[src/common/enigma_cfg.svh]
`ifndef ENIGMA_CFG_SVH
`define ENIGMA_CFG_SVH

// letter codes, 0..25 map to A..Z
`define LETTER_W 5
// one rotor choice field, 0..4 for rotors I..V
`define ROTOR_SEL_W 3
`define NUM_ROTORS 3

// infrared pulse widths in clock cycles
`define IR_START_CYCLES 64
`define IR_MARK_CYCLES 16
`define IR_SPACE0_CYCLES 16
`define IR_SPACE1_CYCLES 48
// high longer than this aborts a frame
`define IR_IDLE_CYCLES 128

// seven-segment scan, cycles per digit
`define SEG_SCAN_CYCLES 16

`endif

[src/common/enigma_pkg.sv]
`include "enigma_cfg.svh"

package enigma_pkg;

  // one letter, A=0 .. Z=25
  typedef logic [`LETTER_W-1:0] letter_t;

  // rotor choices, left rotor in the top field
  typedef logic [`NUM_ROTORS*`ROTOR_SEL_W-1:0] rotor_sel_t;

  // start positions, left rotor in the top field
  typedef logic [`NUM_ROTORS*`LETTER_W-1:0] rotor_pos_t;

  // infrared frame decoder
  typedef enum logic [1:0] {
    IR_IDLE,
    IR_START,
    IR_SPACE,
    IR_MARK
  } ir_state_t;

  // encipher sequence, one rotor per cycle
  typedef enum logic [2:0] {
    EN_IDLE,
    EN_STEP,
    EN_FWD,
    EN_REFLECT,
    EN_BACK,
    EN_DONE
  } enigma_state_t;

endpackage

[src/design/enigma_top.sv]
module enigma_top
  import enigma_pkg::*;
(
  input  logic        clk_100_passthrough,
  input  logic        rst_n,
  input  logic        ir_in,
  input  logic [15:0] sw,
  input  logic        config_load,
  output logic        ready,
  output letter_t     cipher_letter,
  output logic        cipher_valid,
  output letter_t     plain_letter,
  output logic        plain_valid,
  output logic [7:0]  seg_an,
  output logic [6:0]  seg_cat
);

  rotor_sel_t rotor_sel;
  rotor_pos_t rotor_pos;
  logic       rotor_load;

  // infrared line to plaintext letters
  ir_receiver u_ir_receiver (
    .clk_100_passthrough (clk_100_passthrough),
    .rst_n               (rst_n),
    .ir_in               (ir_in),
    .plain_letter        (plain_letter),
    .plain_valid         (plain_valid)
  );

  // switch-loaded rotor setup
  rotor_config u_rotor_config (
    .clk_100_passthrough (clk_100_passthrough),
    .rst_n               (rst_n),
    .sw                  (sw),
    .config_load         (config_load),
    .rotor_sel           (rotor_sel),
    .rotor_pos           (rotor_pos),
    .rotor_load          (rotor_load)
  );

  // letters arriving while busy are dropped here
  enigma_core u_enigma_core (
    .clk_100_passthrough (clk_100_passthrough),
    .rst_n               (rst_n),
    .rotor_sel           (rotor_sel),
    .rotor_pos           (rotor_pos),
    .rotor_load          (rotor_load),
    .plain_letter        (plain_letter),
    .plain_valid         (plain_valid),
    .ready               (ready),
    .cipher_letter       (cipher_letter),
    .cipher_valid        (cipher_valid)
  );

  seg_display u_seg_display (
    .clk_100_passthrough (clk_100_passthrough),
    .rst_n               (rst_n),
    .plain_letter        (plain_letter),
    .plain_valid         (plain_valid),
    .cipher_letter       (cipher_letter),
    .cipher_valid        (cipher_valid),
    .seg_an              (seg_an),
    .seg_cat             (seg_cat)
  );

endmodule

[src/design/seg_display.sv]
`include "enigma_cfg.svh"

module seg_display
  import enigma_pkg::*;
(
  input  logic       clk_100_passthrough,
  input  logic       rst_n,
  input  letter_t    plain_letter,
  input  logic       plain_valid,
  input  letter_t    cipher_letter,
  input  logic       cipher_valid,
  output logic [7:0] seg_an,
  output logic [6:0] seg_cat
);

  localparam int SCAN_W = $clog2(`SEG_SCAN_CYCLES);

  letter_t           plain_hold;
  letter_t           cipher_hold;
  logic [SCAN_W-1:0] scan_cnt;
  logic [2:0]        digit;
  logic [2:0]        digit_next;
  logic [3:0]        nibble;
  logic [6:0]        font;

  assign digit_next = digit + 3'd1;

  always_ff @(posedge clk_100_passthrough or negedge rst_n) begin
    if (!rst_n) begin
      plain_hold  <= '0;
      cipher_hold <= '0;
      scan_cnt    <= '0;
      // first step lights digit 0
      digit       <= 3'd7;
      seg_an      <= 8'hff;
    end else begin
      if (plain_valid) plain_hold <= plain_letter;
      if (cipher_valid) cipher_hold <= cipher_letter;
      if (scan_cnt == SCAN_W'(`SEG_SCAN_CYCLES - 1)) begin
        scan_cnt <= '0;
        digit    <= digit_next;
        seg_an   <= ~(8'd1 << digit_next);
      end else begin
        scan_cnt <= scan_cnt + 1'b1;
      end
    end
  end

  // cipher on digits 1:0, plain on 5:4
  always_comb begin
    case (digit)
      3'd0:    nibble = cipher_hold[3:0];
      3'd1:    nibble = {3'b000, cipher_hold[4]};
      3'd4:    nibble = plain_hold[3:0];
      3'd5:    nibble = {3'b000, plain_hold[4]};
      default: nibble = 4'h0;
    endcase
    // gfedcba, lit high
    case (nibble)
      4'h0: font = 7'h3f;
      4'h1: font = 7'h06;
      4'h2: font = 7'h5b;
      4'h3: font = 7'h4f;
      4'h4: font = 7'h66;
      4'h5: font = 7'h6d;
      4'h6: font = 7'h7d;
      4'h7: font = 7'h07;
      4'h8: font = 7'h7f;
      4'h9: font = 7'h6f;
      4'ha: font = 7'h77;
      4'hb: font = 7'h7c;
      4'hc: font = 7'h39;
      4'hd: font = 7'h5e;
      4'he: font = 7'h79;
      default: font = 7'h71;
    endcase
  end

  // cathodes active low
  assign seg_cat = ~font;

endmodule

[src/enigma/enigma_core.sv]
`include "enigma_cfg.svh"

module enigma_core
  import enigma_pkg::*;
(
  input  logic       clk_100_passthrough,
  input  logic       rst_n,
  input  rotor_sel_t rotor_sel,
  input  rotor_pos_t rotor_pos,
  input  logic       rotor_load,
  input  letter_t    plain_letter,
  input  logic       plain_valid,
  output logic       ready,
  output letter_t    cipher_letter,
  output logic       cipher_valid
);

  // wiring tables as ascii, index 0 in the top byte
  localparam logic [207:0] ROTOR_I   = "EKMFLGDQVZNTOWYHXUSPAIBRCJ";
  localparam logic [207:0] ROTOR_II  = "AJDKSIRUXBLHWTMCQGZNPYFVOE";
  localparam logic [207:0] ROTOR_III = "BDFHJLCPRTXVZNYEIWGAKMUSQO";
  localparam logic [207:0] ROTOR_IV  = "ESOVPZJAYQUIRHXLNFTGKDCMWB";
  localparam logic [207:0] ROTOR_V   = "VZBRGITYUPSDNHLXAWMJQOKCEF";
  localparam logic [207:0] REFL_B    = "YRUHQSLDPXNGOKMIEBFZCWVJAT";

  function automatic letter_t add26(letter_t a, letter_t b);
    logic [`LETTER_W:0] s;
    s = a + b;
    if (s >= 26) s = s - 26;
    return s[`LETTER_W-1:0];
  endfunction

  function automatic letter_t sub26(letter_t a, letter_t b);
    if (a >= b) return a - b;
    return a + letter_t'(26) - b;
  endfunction

  // codes 26..31 load as A
  function automatic letter_t clamp26(letter_t p);
    return (p < 26) ? p : '0;
  endfunction

  // choices 5..7 fall back to rotor I
  function automatic logic [207:0] wiring(logic [`ROTOR_SEL_W-1:0] sel);
    case (sel)
      3'd1:    return ROTOR_II;
      3'd2:    return ROTOR_III;
      3'd3:    return ROTOR_IV;
      3'd4:    return ROTOR_V;
      default: return ROTOR_I;
    endcase
  endfunction

  // notches Q, E, V, J, Z
  function automatic letter_t notch(logic [`ROTOR_SEL_W-1:0] sel);
    case (sel)
      3'd1:    return letter_t'(4);
      3'd2:    return letter_t'(21);
      3'd3:    return letter_t'(9);
      3'd4:    return letter_t'(25);
      default: return letter_t'(16);
    endcase
  endfunction

  function automatic letter_t tap(logic [207:0] tbl, letter_t idx);
    logic [7:0] ch;
    ch = tbl[8*(25-idx) +: 8];
    return letter_t'(ch - 8'd65);
  endfunction

  // inverse wiring by search over the forward table
  function automatic letter_t untap(logic [207:0] tbl, letter_t val);
    letter_t r;
    r = '0;
    for (int j = 0; j < 26; j++) begin
      if (tap(tbl, letter_t'(j)) == val) r = letter_t'(j);
    end
    return r;
  endfunction

  enigma_state_t          state;
  // index 0 is the left rotor
  logic [`ROTOR_SEL_W-1:0] sel_r [`NUM_ROTORS];
  letter_t                 pos_r [`NUM_ROTORS];
  letter_t                 cur;
  logic [1:0]              stage;
  logic [1:0]              rot_idx;
  logic [207:0]            rot_tbl;
  letter_t                 rot_in;
  letter_t                 fwd_out;
  letter_t                 back_out;
  letter_t                 refl_out;
  logic                    right_at;
  logic                    mid_at;
  logic                    accept;

  assign ready  = (state == EN_IDLE);
  assign accept = ready && plain_valid && (plain_letter < 26);

  assign right_at = (pos_r[2] == notch(sel_r[2]));
  assign mid_at   = (pos_r[1] == notch(sel_r[1]));

  // forward goes right to left, back left to right
  always_comb begin
    rot_idx  = (state == EN_FWD) ? 2'd2 - stage : stage;
    rot_tbl  = wiring(sel_r[rot_idx]);
    rot_in   = add26(cur, pos_r[rot_idx]);
    fwd_out  = sub26(tap(rot_tbl, rot_in), pos_r[rot_idx]);
    back_out = sub26(untap(rot_tbl, rot_in), pos_r[rot_idx]);
    refl_out = tap(REFL_B, cur);
  end

  always_ff @(posedge clk_100_passthrough or negedge rst_n) begin
    if (!rst_n) begin
      state         <= EN_IDLE;
      stage         <= '0;
      sel_r         <= '{3'd0, 3'd1, 3'd2};
      pos_r         <= '{default: '0};
      cipher_letter <= '0;
      cipher_valid  <= 1'b0;
    end else begin
      cipher_valid <= 1'b0;
      case (state)
        EN_IDLE: begin
          // load is ignored outside idle
          if (rotor_load) begin
            for (int i = 0; i < `NUM_ROTORS; i++) begin
              sel_r[i] <= rotor_sel[`ROTOR_SEL_W*(`NUM_ROTORS-1-i) +: `ROTOR_SEL_W];
              pos_r[i] <= clamp26(rotor_pos[`LETTER_W*(`NUM_ROTORS-1-i) +: `LETTER_W]);
            end
          end
          if (accept) state <= EN_STEP;
        end
        EN_STEP: begin
          pos_r[2] <= add26(pos_r[2], letter_t'(1));
          // middle also moves on its own notch, double step
          if (right_at || mid_at) pos_r[1] <= add26(pos_r[1], letter_t'(1));
          if (mid_at) pos_r[0] <= add26(pos_r[0], letter_t'(1));
          stage <= '0;
          state <= EN_FWD;
        end
        EN_FWD: begin
          stage <= stage + 1'b1;
          if (stage == 2'd2) state <= EN_REFLECT;
        end
        EN_REFLECT: begin
          stage <= '0;
          state <= EN_BACK;
        end
        EN_BACK: begin
          stage <= stage + 1'b1;
          if (stage == 2'd2) begin
            // right rotor out, strobe sits in the done cycle
            cipher_letter <= back_out;
            cipher_valid  <= 1'b1;
            state         <= EN_DONE;
          end
        end
        EN_DONE: begin
          state <= EN_IDLE;
        end
        default: state <= EN_IDLE;
      endcase
    end
  end

  // letter in flight
  always_ff @(posedge clk_100_passthrough) begin
    case (state)
      EN_IDLE:    if (accept) cur <= plain_letter;
      EN_FWD:     cur <= fwd_out;
      EN_REFLECT: cur <= refl_out;
      EN_BACK:    cur <= back_out;
      default:    cur <= cur;
    endcase
  end

endmodule

[src/enigma/rotor_config.sv]
module rotor_config
  import enigma_pkg::*;
(
  input  logic        clk_100_passthrough,
  input  logic        rst_n,
  input  logic [15:0] sw,
  input  logic        config_load,
  output rotor_sel_t  rotor_sel,
  output rotor_pos_t  rotor_pos,
  output logic        rotor_load
);

  // sw[15] picks the field being loaded
  always_ff @(posedge clk_100_passthrough or negedge rst_n) begin
    if (!rst_n) begin
      // rotors I, II, III left to right
      rotor_sel  <= {3'd0, 3'd1, 3'd2};
      // start at AAA
      rotor_pos  <= '0;
      rotor_load <= 1'b0;
    end else begin
      rotor_load <= 1'b0;
      if (config_load) begin
        if (sw[15]) begin
          rotor_pos  <= sw[14:0];
          // positions land first, core copies both next cycle
          rotor_load <= 1'b1;
        end else begin
          rotor_sel <= sw[8:0];
        end
      end
    end
  end

endmodule

[src/ir/ir_receiver.sv]
`include "enigma_cfg.svh"

module ir_receiver
  import enigma_pkg::*;
(
  input  logic    clk_100_passthrough,
  input  logic    rst_n,
  input  logic    ir_in,
  output letter_t plain_letter,
  output logic    plain_valid
);

  // counter must reach past the idle limit
  localparam int CNT_W = $clog2(`IR_IDLE_CYCLES + 2);

  localparam logic [CNT_W-1:0] START_LEN = CNT_W'(`IR_START_CYCLES);
  localparam logic [CNT_W-1:0] IDLE_LEN = CNT_W'(`IR_IDLE_CYCLES);
  // midpoint between a 0 space and a 1 space
  localparam logic [CNT_W-1:0] BIT_MID =
    CNT_W'((`IR_SPACE0_CYCLES + `IR_SPACE1_CYCLES) / 2);
  localparam logic [CNT_W-1:0] SHORT_LEN = CNT_W'(`IR_SPACE0_CYCLES / 2);
  // marks under half length count as glitches
  localparam logic [CNT_W-1:0] GLITCH_LEN = CNT_W'(`IR_MARK_CYCLES / 2);

  logic [1:0]            ir_sync;
  logic                  ir_line;
  ir_state_t             state;
  logic [CNT_W-1:0]      cnt;
  logic [CNT_W-1:0]      cnt_inc;
  logic [2:0]            bit_cnt;
  logic [`LETTER_W-2:0]  shift_q;
  logic                  space_bit;

  assign ir_line = ir_sync[1];

  // saturate, long lows just stay at max
  assign cnt_inc = (cnt == '1) ? cnt : cnt + 1'b1;

  // long space means a 1
  assign space_bit = (cnt >= BIT_MID);

  always_ff @(posedge clk_100_passthrough or negedge rst_n) begin
    if (!rst_n) begin
      ir_sync      <= 2'b11;
      state        <= IR_IDLE;
      cnt          <= '0;
      bit_cnt      <= '0;
      plain_letter <= '0;
      plain_valid  <= 1'b0;
    end else begin
      ir_sync     <= {ir_sync[0], ir_in};
      plain_valid <= 1'b0;
      case (state)
        IR_IDLE: begin
          if (!ir_line) begin
            state <= IR_START;
            cnt   <= CNT_W'(1);
          end
        end
        IR_START: begin
          if (!ir_line) begin
            cnt <= cnt_inc;
          end else if (cnt >= START_LEN) begin
            state   <= IR_SPACE;
            cnt     <= CNT_W'(1);
            bit_cnt <= '0;
          end else begin
            // too short for a start mark
            state <= IR_IDLE;
          end
        end
        IR_SPACE: begin
          if (ir_line) begin
            // idle abort
            if (cnt >= IDLE_LEN) begin
              state <= IR_IDLE;
            end else begin
              cnt <= cnt_inc;
            end
          end else if (cnt < SHORT_LEN) begin
            state <= IR_IDLE;
          end else if (bit_cnt == 3'(`LETTER_W - 1)) begin
            // fifth space closed, letter complete
            plain_letter <= {shift_q, space_bit};
            plain_valid  <= 1'b1;
            state        <= IR_IDLE;
          end else begin
            bit_cnt <= bit_cnt + 1'b1;
            state   <= IR_MARK;
            cnt     <= CNT_W'(1);
          end
        end
        IR_MARK: begin
          if (!ir_line) begin
            cnt <= cnt_inc;
          end else if (cnt < GLITCH_LEN) begin
            state <= IR_IDLE;
          end else begin
            state <= IR_SPACE;
            cnt   <= CNT_W'(1);
          end
        end
        default: state <= IR_IDLE;
      endcase
    end
  end

  // msb first, last bit joins at the output
  always_ff @(posedge clk_100_passthrough) begin
    if (state == IR_SPACE && !ir_line) begin
      shift_q <= {shift_q[`LETTER_W-3:0], space_bit};
    end
  end

endmodule

[config.mk]
export PLATFORM = sky130hd
export DESIGN_NAME = enigma_top
export DESIGN_NICKNAME = d
export VERILOG_FILES = /design/src/common/enigma_pkg.sv /design/src/design/enigma_top.sv /design/src/design/seg_display.sv /design/src/enigma/enigma_core.sv /design/src/enigma/rotor_config.sv /design/src/ir/ir_receiver.sv
export VERILOG_INCLUDE_DIRS = /design/src /design/src/common
export SDC_FILE = /design/constraint.sdc
export NUM_CORES = 1
export LEC_CHECK = 0
export BUFFER_PORTS_ARGS = -buffer_cell sky130_fd_sc_hd__buf_2
export CAP_MARGIN = 15
export CORE_MARGIN = 4
export CORE_UTILIZATION = 45
export DETAILED_ROUTE_END_ITERATION = 10
export PLACE_DENSITY_LB_ADDON = 0.15
export SLEW_MARGIN = 20
export SYNTH_ARGS = -nofsm -noshare
export SYNTH_HDL_FRONTEND = slang
export SYNTH_HIERARCHICAL = 1
export SYNTH_SLANG_ARGS = --single-unit
[constraint.sdc]
create_clock -name clk_100_passthrough -period 11.7 [get_ports clk_100_passthrough]
set_input_delay 1.17 -clock clk_100_passthrough [delete_from_list [all_inputs] [get_ports clk_100_passthrough]]
set_output_delay 1.17 -clock clk_100_passthrough [all_outputs]
set_load 0.02 [all_outputs]
==> flow_summary.yaml <==
sta:
  finalSetupViolCount: 0
  worstMarginPinSlew_ns: 1.01
  drv_slew: 0
  tns_ns: 0
  fmax_mhz: 95.4
  rsz0062_at_grt: "no"
  hold_viol_final: 0
  finalClockSkew_ns: 0.0120
  period_needed_ns: 10.48
  period_share_pct: 89.6
  whs_ns: 0.358
  slew_headroom_pct: 30.4
cells_and_area:
  finalNetCount: 1554
  layout-drive-gt1-share_pct: 15.5
  fin_cells: 1797
  diodes: 0
  syn_to_final_growth_pct: 7.04
  fillCellCount: 2583
clock_tree:
  cts_max_level: 4
  clkLatencyLatePin_ns: 0.42
  clock-sinks: 115
  cts.clk_slew.worst_paths_ns: 0.06
  postCtsSetupBuffers: 0
  cts_buffers: 17
  postCtsHoldBufs: 0
  cts.path.max_buffers: 2
  cts_resized: 0
  clock-root-buffer: "clkbuf_16"
  cts_tree: "done"
yosys:
  yosysWarnings: 6
  synthAdderAreaFrac_pct: 9.70
  yosysSeqAreaShare_pct: 24.0
  netlist_area_mm2: 0.0123
  synth_top_area_share_pct: 18.1
  synth_edf_count: 9
  synth.distinct_cells: 111
  synth_top_cell_by_area: "dfrtp_1"
  ys_top_cells_by_count: "147 x nand2_1, 100 x a21oi_1, 90 x xnor2_1"
  synthMuxAreaShare_pct: 7.94
  synthTopCellsByArea: "dfrtp_1 18%, ha_1 8.6%, xnor2_1 6.4%, nand2_1 4.5%, a21oi_1 4.1%"
  synth_ff_type: "dfrtp_1"
  yosys.cell_count.top_type: "nand2_1"
  avgSynthCellArea_um2: 8.41
  synth_top_family_by_area: "compound AO/OA/AOI/OAI gates"
  synthSimpleGateAreaFrac_pct: 17.9
  synth_xor_area_share_pct: 8.99
  ys_seq_elements: 115
  synth_compound_area_share_pct: 25.1
  synth-async-reset-ratio_pct: 92.2
  synthesis.nets: 1571
  netlist_instances: 1460
outcome:
  outcome: "finished clean"
die:
  rows: 60
  die_area_mm2: 0.0300
  core_region_area_mm2: 0.0269
  initial_core_util_pct: 45.7
  ios: 48
  die_h_um: 173
  die_w_um: 173
setup_path:
  cp-start-kind: "register"
  crit_path_max_incr_delay_ns: 0.81
  crit_fanout: 39
  cp.required_ns: 11.83
  cp.arrival_ns: 10.61
  path_class: "register to register"
  crit_top_cell: "inv_1"
  crit_slowest_cell: "mux2i_1"
  crit_path_end_kind: "register"
global_routing:
  antenna_found_initial: 0
  grt.total_usage_pct: 22.6
  grt_overflow_total: 0
  grt_pass1_vias: 10394
  grt_max_degree: 81
  grt_pass1_wl_um: 56200
hold_path:
  hold_class: "register to register"
route:
  post_drt_via_cell_ratio: 6.19
  drt-wirelength-per-cell_um: 19.3
  ant_nets: 0
  drtIter0Drc: 1304
  drt_wl_total_um: 34600
  drc: 0
  vias: 11118
  drt_pass1_iterations: 5
place:
  dp_hpwl_um: 24700
  dp.cells: 1765
  io_buffers: 47
  finalWeightedCongestion: 0.903
run:
  drv_cap: 0
[sequential cells by signal (all words and copies together) (netlist names), 4 cells and up]
signal	flops
u_enigma_core/cur	5
u_seg_display/plain_hold	5
u_ir_receiver/plain_letter	5
u_enigma_core/sel_r	9
u_rotor_config/rotor_pos	15
u_ir_receiver/cnt	8
u_seg_display/cipher_hold	5
u_enigma_core/pos_r	15
u_seg_display/scan_cnt	4
u_enigma_core/cipher_letter	5
u_seg_display/seg_an	8
u_rotor_config/rotor_sel	9
u_ir_receiver/shift_q	4
[placed cells by master, fill, tap and decap left out, types with 12 or more instances in the layout]
master / n
nand2b_1: 25
a21oi_1: 100
buf_2: 46
nor2_1: 87
nand2_1: 147
o22ai_1: 17
dfrtp_1: 89
nor3_1: 33
inv_1: 74
o21ai_0: 84
xnor2_1: 90
nand3_1: 27
mux2i_1: 22
xor2_1: 17
and3_1: 14
dfstp_2: 17
a31oi_1: 34
buf_4: 12
mux2_4: 15
ha_1: 83
o211ai_1: 20
clkbuf_16: 17
mux2_2: 39
a211oi_1: 24
[path summary, 6_finish.rpt]
path	startpoint	end	slack, ns	cells after the start
worst max-delay path	u_enigma_core/stage[0]$_DFFE_PN0P_	u_enigma_core/cur[4]$_DFFE_PP_	1.22	37
worst min-delay path	u_ir_receiver/ir_sync[0]$_DFF_PN1_	u_ir_receiver/ir_sync[1]$_DFF_PN1_	0.36	0
worst max register to register	u_enigma_core/stage[0]$_DFFE_PN0P_	u_enigma_core/cur[4]$_DFFE_PP_	1.22	37
worst min register to register	u_ir_receiver/ir_sync[0]$_DFF_PN1_	u_ir_receiver/ir_sync[1]$_DFF_PN1_	0.36	0
max in group asynchronous	rst_n	u_enigma_core/sel_r[6]$_DFFE_PN0P_	9.72	2
min in group asynchronous	rst_n	u_seg_display/plain_hold[3]$_DFFE_PN0P_	0.73	1
[cells by family after synthesis]
group | after synthesis
buffers and inverters | 178
adders and majority gates | 91
AOI/OAI and AO/OA | 446
DFF | 115
muxes | 81
and+or+nand+nor | 434
xor gates and xnor gates | 115
[stage by stage]
step	area, um2	setup WS, ns	utilization [%]
detailed placement	12600	1.32	46.8
global placement	12600	1.68	46.8
finish	13100	1.22	48.9
CTS	13100	1.32	48.9
global route	13100	0.340	48.9
floorplan	12300	3.07	-
[worst max-delay path: cells and delay by family, from the launching register on]
kind	cells	cell delay, ns
AOI/OAI and AO/OA	13	3.11
xor gates and xnor gates	2	0.28
buffers and inverters	6	1.35
DFF	1	0.80
and+or+nand+nor	9	1.58
muxes	2	1.03
adders and majority gates	5	2.01
[final cells by class]
cell class / instances / area, um2 / area share, %
repair buffers: 58 / 320 / 2.44
clock inverters: 10 / 101 / 0.771
clock buffers: 22 / 464 / 3.53
inverters: 84 / 323 / 2.46
flip-flops and latches: 115 / 2940 / 22.4
well taps: 341 / 427 / 3.24
multi-input cells: 1167 / 8570 / 65.2
[routing by layer]
| layer | global-route usage (%) | share of wire [%] | up-vias |
|---|---|---|---|
| met5 | 0 | 0 | - |
| met4 | 7.35 | 2.8 | 0 |
| met3 | 4.30 | 6.3 | 73 |
| met2 | 34.8 | 45 | 415 |
| met1 | 32.0 | 46 | 5305 |
| li1 | - | - | 5325 |
Power is left out: the tool's default activity adds up to more than one toggle a clock period on the data nets, which glitch-free logic cannot reach.
